### src/mult_pkg.sv
package mult_pkg;

    ////////////////////
    // Bus types
    ////////////////////

    // Byte address and data word of the APB port
    typedef logic [4:0]  apb_addr_t;
    typedef logic [31:0] apb_data_t;

    // Master side of one APB transfer
    typedef struct packed {
        logic      psel;
        logic      penable;
        logic      pwrite;
        apb_addr_t paddr;
        apb_data_t pwdata;
    } apb_req_t;

    // Slave side
    typedef struct packed {
        apb_data_t prdata;
        logic      pready;
        logic      pslverr;
    } apb_rsp_t;

    ////////////////////
    // Datapath control
    ////////////////////

    // Select code shared by both shift registers
    typedef enum logic [1:0] {
        SH_HOLD  = 2'b00,
        SH_LOAD  = 2'b01,
        SH_LEFT  = 2'b10,
        SH_RIGHT = 2'b11
    } shift_op_t;

    // Controller states
    typedef enum logic {
        ST_IDLE  = 1'b0,
        ST_SHIFT = 1'b1
    } ctrl_state_t;

    ////////////////////
    // Register map
    ////////////////////

    localparam apb_addr_t ADDR_OPA    = 5'h00;
    localparam apb_addr_t ADDR_OPB    = 5'h04;
    localparam apb_addr_t ADDR_CTRL   = 5'h08;
    localparam apb_addr_t ADDR_STATUS = 5'h0C;
    localparam apb_addr_t ADDR_RESULT = 5'h10;

endpackage

### src/mcand_shifter.sv
`timescale 1ns/1ps

// Multiplicand register, twice the operand width so it can move up
module mcand_shifter
    import mult_pkg::*;
#(
    parameter int OP_WIDTH = 16
)
(
    input  logic                    CLK,
    input  logic                    rst,
    input  shift_op_t               sel,
    input  logic [OP_WIDTH-1:0]     din,
    output logic [2*OP_WIDTH-1:0]   q
);

    always_ff @(posedge CLK)
    begin
        if (rst)
        begin
            q <= '0;
        end
        else
        begin
            case (sel)
                // Operand lands in the low half, top half cleared
                SH_LOAD:
                begin
                    q <= {{OP_WIDTH{1'b0}}, din};
                end
                // Next partial product weight
                SH_LEFT:
                begin
                    q <= {q[2*OP_WIDTH-2:0], 1'b0};
                end
                // Hold, and SH_RIGHT never used on this register
                default:
                begin
                    q <= q;
                end
            endcase
        end
    end

endmodule

### src/mplier_shifter.sv
`timescale 1ns/1ps

// Multiplier register, consumed one bit per step from the bottom
module mplier_shifter
    import mult_pkg::*;
#(
    parameter int OP_WIDTH = 16
)
(
    input  logic                CLK,
    input  logic                rst,
    input  shift_op_t           sel,
    input  logic [OP_WIDTH-1:0] din,
    output logic                lsb,
    output logic                zero
);

    logic [OP_WIDTH-1:0] q;

    always_ff @(posedge CLK)
    begin
        if (rst)
        begin
            q <= '0;
        end
        else
        begin
            case (sel)
                SH_LOAD:
                begin
                    q <= din;
                end
                // Drop the bit just used, zero fills from the top
                SH_RIGHT:
                begin
                    q <= {1'b0, q[OP_WIDTH-1:1]};
                end
                default:
                begin
                    q <= q;
                end
            endcase
        end
    end

    // Bit deciding the current add
    assign lsb  = q[0];

    // No ones left, so no more adds to do (early exit)
    assign zero = (q == '0);

endmodule

### src/product_accum.sv
`timescale 1ns/1ps

// Running sum of the shifted multiplicand
module product_accum
#(
    parameter int OP_WIDTH = 16
)
(
    input  logic                    CLK,
    input  logic                    rst,
    input  logic                    clr,
    input  logic                    acc_en,
    input  logic                    lsb,
    input  logic [2*OP_WIDTH-1:0]   addend,
    output logic [2*OP_WIDTH-1:0]   product
);

    always_ff @(posedge CLK)
    begin
        if (rst)
        begin
            product <= '0;
        end
        // New operation starts from zero
        else if (clr)
        begin
            product <= '0;
        end
        // Add only for a one in the multiplier
        else if (acc_en && lsb)
        begin
            // Product of two OP_WIDTH operands never overflows
            product <= product + addend;
        end
        else
        begin
            product <= product;
        end
    end

endmodule

### src/mult_ctrl.sv
`timescale 1ns/1ps

// Two-state sequencer for the shift-and-add engine
module mult_ctrl
    import mult_pkg::*;
(
    input  logic      CLK,
    input  logic      rst,
    input  logic      start,
    input  logic      zero,
    output shift_op_t sel_a,
    output shift_op_t sel_b,
    output logic      clr,
    output logic      acc_en,
    output logic      busy,
    output logic      finish
);

    ctrl_state_t state;
    ctrl_state_t state_nxt;

    ////////////////////
    // State register
    ////////////////////

    always_ff @(posedge CLK)
    begin
        if (rst)
        begin
            state <= ST_IDLE;
        end
        else
        begin
            state <= state_nxt;
        end
    end

    ////////////////////
    // Next state and output decode
    ////////////////////

    always_comb
    begin
        // Quiet by default
        state_nxt = state;
        sel_a     = SH_HOLD;
        sel_b     = SH_HOLD;
        clr       = 1'b0;
        acc_en    = 1'b0;
        finish    = 1'b0;
        case (state)
            ST_IDLE:
            begin
                // Load both operands and clear the sum in the same cycle
                if (start)
                begin
                    sel_a     = SH_LOAD;
                    sel_b     = SH_LOAD;
                    clr       = 1'b1;
                    state_nxt = ST_SHIFT;
                end
            end
            ST_SHIFT:
            begin
                if (zero)
                begin
                    // Nothing left to add, product is final
                    finish    = 1'b1;
                    state_nxt = ST_IDLE;
                end
                else
                begin
                    // One add-and-shift step
                    acc_en = 1'b1;
                    sel_a  = SH_LEFT;
                    sel_b  = SH_RIGHT;
                end
            end
            default:
            begin
                state_nxt = ST_IDLE;
            end
        endcase
    end

    // Engine occupied for the whole shift phase
    assign busy = (state == ST_SHIFT);

endmodule

### src/apb_mult_regs.sv
`timescale 1ns/1ps

// APB register file in front of the multiplier, zero wait states
module apb_mult_regs
    import mult_pkg::*;
#(
    parameter int OP_WIDTH = 16
)
(
    input  logic                    CLK,
    input  logic                    rst,
    input  apb_req_t                apb_req,
    output apb_rsp_t                apb_rsp,
    input  logic                    busy,
    input  logic                    finish,
    input  logic [2*OP_WIDTH-1:0]   product,
    output logic [OP_WIDTH-1:0]     opa,
    output logic [OP_WIDTH-1:0]     opb,
    output logic                    start,
    output logic                    done
);

    logic      access;
    logic      err;
    logic      wr_ok;
    logic      start_acc;
    apb_data_t rdata;

    ////////////////////
    // Access decode
    ////////////////////

    // Second cycle of a transfer, pready is tied high so it always completes
    assign access = apb_req.psel && apb_req.penable;

    always_comb
    begin
        err   = 1'b0;
        rdata = '0;
        case (apb_req.paddr)
            ADDR_OPA:
            begin
                rdata[OP_WIDTH-1:0] = opa;
            end
            ADDR_OPB:
            begin
                rdata[OP_WIDTH-1:0] = opb;
            end
            ADDR_CTRL:
            begin
                // Start pulse still pending counts as busy too
                err = apb_req.pwrite && apb_req.pwdata[0] && (busy || start);
            end
            ADDR_STATUS:
            begin
                rdata[1:0] = {done, busy};
                err        = apb_req.pwrite;
            end
            ADDR_RESULT:
            begin
                rdata[2*OP_WIDTH-1:0] = product;
                err                   = apb_req.pwrite;
            end
            default:
            begin
                err = 1'b1;
            end
        endcase
    end

    // Refused writes leave every register alone
    assign wr_ok     = access && apb_req.pwrite && !err;
    assign start_acc = wr_ok && (apb_req.paddr == ADDR_CTRL) && apb_req.pwdata[0];

    assign apb_rsp = '{prdata: rdata, pready: 1'b1, pslverr: access && err};

    ////////////////////
    // Registers
    ////////////////////

    always_ff @(posedge CLK)
    begin
        if (rst)
        begin
            opa   <= '0;
            opb   <= '0;
            start <= 1'b0;
            done  <= 1'b0;
        end
        else
        begin
            // Operands keep only their low bits
            if (wr_ok && (apb_req.paddr == ADDR_OPA))
            begin
                opa <= apb_req.pwdata[OP_WIDTH-1:0];
            end
            if (wr_ok && (apb_req.paddr == ADDR_OPB))
            begin
                opb <= apb_req.pwdata[OP_WIDTH-1:0];
            end
            // One cycle after the accepted access phase
            start <= start_acc;
            // Cleared by a new start, set when the engine finishes
            if (start_acc)
            begin
                done <= 1'b0;
            end
            else if (finish)
            begin
                done <= 1'b1;
            end
        end
    end

endmodule

### src/apb_multiplier.sv
`timescale 1ns/1ps

// APB shift-and-add multiplier, top level
module apb_multiplier
    import mult_pkg::*;
#(
    parameter int OP_WIDTH = 16
)
(
    input  logic     CLK,
    input  logic     rst,
    input  apb_req_t apb_req,
    output apb_rsp_t apb_rsp,
    output logic     done
);

    // Bus side to engine
    logic                  start;
    logic [OP_WIDTH-1:0]   opa;
    logic [OP_WIDTH-1:0]   opb;
    logic                  busy;
    logic                  finish;
    logic [2*OP_WIDTH-1:0] product;

    // Controller to datapath
    shift_op_t             sel_a;
    shift_op_t             sel_b;
    logic                  clr;
    logic                  acc_en;

    // Datapath internals
    logic [2*OP_WIDTH-1:0] mcand;
    logic                  lsb;
    logic                  zero;

    apb_mult_regs #(.OP_WIDTH(OP_WIDTH)) u_regs (
        .CLK(CLK), .rst(rst), .apb_req(apb_req), .apb_rsp(apb_rsp),
        .busy(busy), .finish(finish), .product(product),
        .opa(opa), .opb(opb), .start(start), .done(done)
    );

    mult_ctrl u_ctrl (
        .CLK(CLK), .rst(rst), .start(start), .zero(zero),
        .sel_a(sel_a), .sel_b(sel_b), .clr(clr), .acc_en(acc_en),
        .busy(busy), .finish(finish)
    );

    ////////////////////
    // Datapath
    ////////////////////

    mcand_shifter #(.OP_WIDTH(OP_WIDTH)) u_mcand (
        .CLK(CLK), .rst(rst), .sel(sel_a), .din(opa), .q(mcand)
    );

    mplier_shifter #(.OP_WIDTH(OP_WIDTH)) u_mplier (
        .CLK(CLK), .rst(rst), .sel(sel_b), .din(opb), .lsb(lsb), .zero(zero)
    );

    product_accum #(.OP_WIDTH(OP_WIDTH)) u_accum (
        .CLK(CLK), .rst(rst), .clr(clr), .acc_en(acc_en), .lsb(lsb),
        .addend(mcand), .product(product)
    );

endmodule

### config.mk
export PLATFORM = sky130hd
export DESIGN_NAME = apb_multiplier
export DESIGN_NICKNAME = d
export VERILOG_FILES = /design/src/mult_pkg.sv /design/src/mcand_shifter.sv /design/src/mplier_shifter.sv /design/src/product_accum.sv /design/src/mult_ctrl.sv /design/src/apb_mult_regs.sv /design/src/apb_multiplier.sv
export SDC_FILE = /design/constraint.sdc
export NUM_CORES = 1
export LEC_CHECK = 0
export BUFFER_PORTS_ARGS = -buffer_cell sky130_fd_sc_hd__buf_2
export CAP_MARGIN = 40
export CORE_MARGIN = 4
export CORE_UTILIZATION = 59
export DETAILED_ROUTE_END_ITERATION = 7
export PLACE_DENSITY = 0.81
export SYNTH_ARGS = -nofsm -noshare
export SYNTH_HDL_FRONTEND = slang
export SYNTH_HIERARCHICAL = 1
export SYNTH_SLANG_ARGS = --single-unit
### constraint.sdc
create_clock -name CLK -period 2.9 [get_ports CLK]
set_input_delay 0.58 -clock CLK [delete_from_list [all_inputs] [get_ports CLK]]
set_output_delay 0.58 -clock CLK [all_outputs]
set_load 0.02 [all_outputs]
**Word-level counts from Yosys, hierarchy flattened**

Index checks and enable logic that the tools add are counted.

- Input port bits: 42
- Output and inout bits: 35
- Register bits after elaboration: 115
- Word-level logic and storage cells: 57

- Bitwise operators: 1
- Reduce and logical (&&, ||, !) cells: 21
- $add $sub $neg: 1
- Multiplexer cells: 18
- Eq/ne operators: 8

Operators by type and width:

| cell | number |
|---|---|
| 32-bit one-hot mux with 2 select lines | 1 |
| 14-bit one-hot mux with 3 select lines | 1 |
| 32-bit adder | 1 |
| 16-bit one-hot mux with 2 select lines | 1 |
| 16-bit zero test | 1 |
| 16-bit 2-to-1 mux | 1 |
| 1-bit logical AND | 11 |
| 5-bit by 4-bit equality test with 1-bit output (second input constant) | 2 |
| 2-bit one-hot mux with 2 select lines | 2 |
| 2-bit one-hot mux with 4 select lines | 1 |
| 2-bit OR reduction | 4 |
| 1-bit 2-to-1 mux | 7 |
| 5-bit by 3-bit equality test with 1-bit output (second input constant) | 1 |
| 5-bit equality test (second input constant) | 1 |
| 5-bit zero test | 1 |
| 2-bit by 1-bit equality test with 1-bit output (second input constant) | 2 |
| 2-bit equality test (second input constant) | 2 |
| 2-bit 2-to-1 mux | 2 |
| 2-bit nonzero test | 2 |
| 1-bit one-hot mux with 3 select lines | 1 |
| 1-bit one-hot mux with 2 select lines | 1 |
| 1-bit zero test | 1 |
| 1-bit logical OR | 1 |
| 1-bit NOT | 1 |

**Depth between registers and ports, before layout**

- Word-level depth: 8
- Mapped depth: 11
- Mapped depth without buffers: 11

**Cells and area by module**

The synthesis kept the hierarchy.

By module, submodules not included:

| module | area each (um^2) | sequential area each (um^2) | instances | cells an instance |
|---|---|---|---|---|
| product_accum | 2,653.8 | 640.6 | 1 | 347 |
| apb_mult_regs | 1,949.4 | 680.7 | 1 | 210 |
| mcand_shifter | 1,408.9 | 640.6 | 1 | 145 |
| mplier_shifter | 745.7 | 320.3 | 1 | 76 |
| mult_ctrl | 90.1 | 20.0 | 1 | 11 |

**Least setup slack after synthesis**

Ideal clock, no wire load.

- Path type: register -> register
- Start: register u_accum.product[0]
- End: register u_accum.product[26]
- Data required time: 2.768 ns
- Arrival time: 2.469 ns
- Cell stages (with the launch flop): 12
- Slack: 0.298 ns
- Path buffers: 0
- Library setup time: 0.132 ns
- Clock period less this slack: 2.602 ns
- Cell sequence: dfxtp_1 ha_1 fa_1 a21oi_1 o221ai_2 a21o_1 a31oi_1 o21ai_2 a221oi_2 o21ai_0 xnor2_1 a21oi_1

- Longest elaborated chain between the ends: 1

RTL lines:

| element | line | RTL |
|---|---|---|
| start: declaration | product_accum.sv:15 | `output logic [2*OP_WIDTH-1:0] product` |
| start signal: assignment | product_accum.sv:33 | `product <= product + addend;` |
| start signal: assignment | product_accum.sv:37 | `product <= product;` |
| 32-bit adder | product_accum.sv:33 |  |

No other way between the ends.
A chain may end at the register's enable or synchronous reset.

**Worst setup path in the final report**

- Start: register u_mcand.q[23]
- End: register u_accum.product[31]

- Longest elaborated chain between the ends: 1

RTL lines:

| element | line | RTL |
|---|---|---|
| start: declaration | mcand_shifter.sv:14 | `output logic [2*OP_WIDTH-1:0] q` |
| start signal: assignment | mcand_shifter.sv:29 | `q <= {{OP_WIDTH{1'b0}}, din};` |
| start signal: assignment | mcand_shifter.sv:34 | `q <= {q[2*OP_WIDTH-2:0], 1'b0};` |
| start signal: assignment | mcand_shifter.sv:39 | `q <= q;` |
| 32-bit adder | product_accum.sv:33 |  |

No other way between the ends.

==> reports/qor.txt <==
worst hold path type - in -> reg
Crit path arrival time - 3.04 ns
Post-CTS Resized - 0
wire per inst - 17.7 um
# diodes - 0
GRT met3 Usage - 6.11%
core area - 11400 um^2
Clock Power Share - 56.0%
Fin Setup TNS - 0 ns
clock transition at the registers of the reported paths - 0.06 ns
final weighted congestion in routability-driven placement - 0.959
# IOs - 77
CTS sink cnt - 115
WHS - 0.430 ns
Fin. Hold Viols - 0
Avg Cell Area, Syn - 8.68 um^2
Max Fanout on Critical Path - 8
power share of the combinational group - 3.2%
port buffer count - 59
clock skew - 0.00976 ns
layout cells sized above 1 - 15.8%
CTS tree - yes
WS Path Type - reg -> reg
slew margin rel. - 53.9%
H-tree Lvls - 4
total track usage - 26.7%
CP Capture Type - register
P_int - 3.00 mW
met2 Use GR - 44.6%
predominant post-synthesis flop cell - dfxtp_1
NetSw - 0.877 mW
number of remaining DRC errors - 0
dpl hpwl - 12300 um
drt pass-1 iters - 7
Max clock buf depth - 2
Syn Nets - 865
Max Slew Vio Count - 0
Initial Utilization - 60.2%
Crit path top cell by count - a21oi_1
Yosys cell types - 73
crit share post-route - 94.2%
crit path max-delay cell type - ha_1
vias in the first global route - 5922
sequential share of power - 40.8%
routed via count - 6162
Std-Cell Rows - 39
FF+latch count, synth - 115
commonest non-fill, non-tap cell in the layout - dfxtp_1
Top delay family on crit path - simple AND/OR/NAND/NOR gates
largest net degree at the start of global routing - 48
Ys Warns - 6
Die X - 116 um
sequential element share of the synthesized area - 33.6%
total congestion overflow - 0
Worst Tran Pin Value - 0.692 ns
Power Density - 499 nW/um^2
Peak VDD IR - 0.473 mV
DRT antenna net count - 0
Critical Path RT - 3.21 ns
EDFF count, synth - 0
most frequent cells in the layout - 115 x dfxtp_1, 97 x nand2_1, 78 x a21oi_1, 65 x mux2i_1, 59 x buf_2
area grow syn2layout - 13.6%
fmax - 0.366 GHz
maximum capacitance violations - 0
CP cell instances - ha_1 -> and3_1 -> nand4_1 -> or4_1 -> o32a_1 -> a21oi_1 -> mux2i_1 -> a21o_1 -> a21oi_1
Async SR Flop Fraction - 0%
first-pass GRT wire length - 28600 um
CP peak stage delay - 0.43 ns
P_leak - 3.15 nW
min Tclk post-route - 2.73 ns
RSZ-0062 raised after global routing - false
drt via density - 6.25
die area - 13400 um^2
clk root buf - clkbuf_16
CTS Buf Count - 17
final net count - 906
drt initial violations - 397
Buf/Inv on CP - 0
status - complete, no violations
met1 GRT Util - 33.6%
latest clock arrival within the worst-skew pair - 0.42 ns
Final Setup Violations - 0
GRT Max-Usage Layer - met2
Cells after Synth - 789
setup bufs post-CTS - 0
cell area after synthesis - 6850 um^2
# hold bufs at CTS - 0
switching share of power - 22.6%
WL final - 17500 um
initial antenna violation count - 0
startpoint types - register
Die H - 116 um
==> cell usage after synthesis (3+ instances only) <==
cell       instances  area, um^2
a21o_1            17         128
buf_6              6        67.6
o21bai_1           5        37.5
o21ai_0           21         105
nand3b_1          18         135
o21a_1             3        22.5
nand2b_1          17         106
a211oi_1          33         248
ha_1              33         413
nor4_1             5        31.3
clkbuf_2           3        15.0
buf_4              8        60.1
clkbuf_1          23        86.3
or4_1              4        30.0
nor2_1            31         116
o21ai_1            3        15.0
nand3_1            8        40.0
o2bb2ai_1         14         123
nor2b_1            7        43.8
a31o_1            13         114
a21oi_1           79         395
buf_2             14        70.1
and2b_1           11        82.6
mux2i_1           65         651
xor2_1             5        43.8
nand4_1            8        50.1
inv_1             11        41.3
a31oi_1            5        31.3
nor3_1            18        90.1
xnor2_1           20         175
nor3b_1            3        22.5
and3_1            20         125
nand2_1           97         364
dfxtp_1          115        2300
==> registers in the layout (all words and copies together), names as in the netlist <==
signal and count:
u_regs/start 1, u_regs/opb 16, u_regs/done 1, u_accum/product 32, u_regs/opa 16, u_mplier/q 16, u_ctrl/busy 1, u_mcand/q 32
==> stage by stage <==
stage	power, mW	cell area [um^2]	cells	worst slack [ns]	utilization [%]
floorplan	1.69	6850	789	0.298	-
global placement	1.73	7130	953	0.140	62.7
detailed placement	1.74	7140	954	0.128	62.8
CTS	3.89	7760	986	0.114	68.2
global route	3.98	7780	986	0.0517	68.4
finish	3.88	7780	986	0.167	68.4
==> power groups by stage <==
stage                     clock, mW  sequential [mW]  combinational [mW]
after CTS                      2.19             1.58               0.121
final                          2.17             1.58               0.123
after floorplan                   0             1.62              0.0769
after detailed placement          0             1.62               0.119
after global routing           2.26             1.58               0.133
after global placement            0             1.62               0.115
==> final timing paths <==
| kind | start | depth (start not counted) | slack (ns) | endpoint |
|---|---|---|---|---|
| setup / recovery | u_mcand/q[23]$_SDFFE_PP0P_ | 9 | 0.17 | u_accum/product[31]$_SDFFE_PP0P_ |
| setup reg to reg | u_mcand/q[23]$_SDFFE_PP0P_ | 9 | 0.17 | u_accum/product[31]$_SDFFE_PP0P_ |
| hold reg to reg | u_accum/product[19]$_SDFFE_PP0P_ | 2 | 0.47 | u_accum/product[19]$_SDFFE_PP0P_ |
| hold / removal | apb_req[2] | 3 | 0.43 | u_regs/opa[2]$_SDFFE_PP0P_ |
==> worst register-to-register path: stages, from the launching register on <==
cell     delay, ns
dfxtp_1       0.32
ha_1          0.43
and3_1        0.26
nand4_1       0.16
or4_1         0.43
o32a_1        0.24
a21oi_1       0.26
mux2i_1       0.31
a21o_1        0.16
a21oi_1       0.06
==> layout make-up <==
class,count,area (um^2)
Clock inverter,14,176
Sequential cell,115,2300
Multi-Input combinational cell,605,4190
Tap cell,143,179
Inverter,12,45.0
Timing Repair Buffer,79,453
Clock buffer,18,439
Fill cell,899,3590
==> layer usage <==
layer	vias to the layer above	wire length, um
met1	2935	7600
met2	230	8380
met5	-	0
li1	2954	-
met3	43	1100
met4	0	410
==> cell families (layout without fill, tap and decap cells) <==
logic type	after synthesis	count (layout)	share of synthesized area, %
AND/OR/NAND/NOR	264	264	20.7
AO/OA/AOI/OAI	216	216	20.9
flip-flops	115	115	33.6
buffers and inverters	69	123	5.66
multiplexers	65	65	9.50
adder cells (fa/ha/maj)	34	34	6.32
XOR/XNOR	25	25	3.20
other	1	1	0.0548
Note: power is estimated with default switching activity, not from simulation.
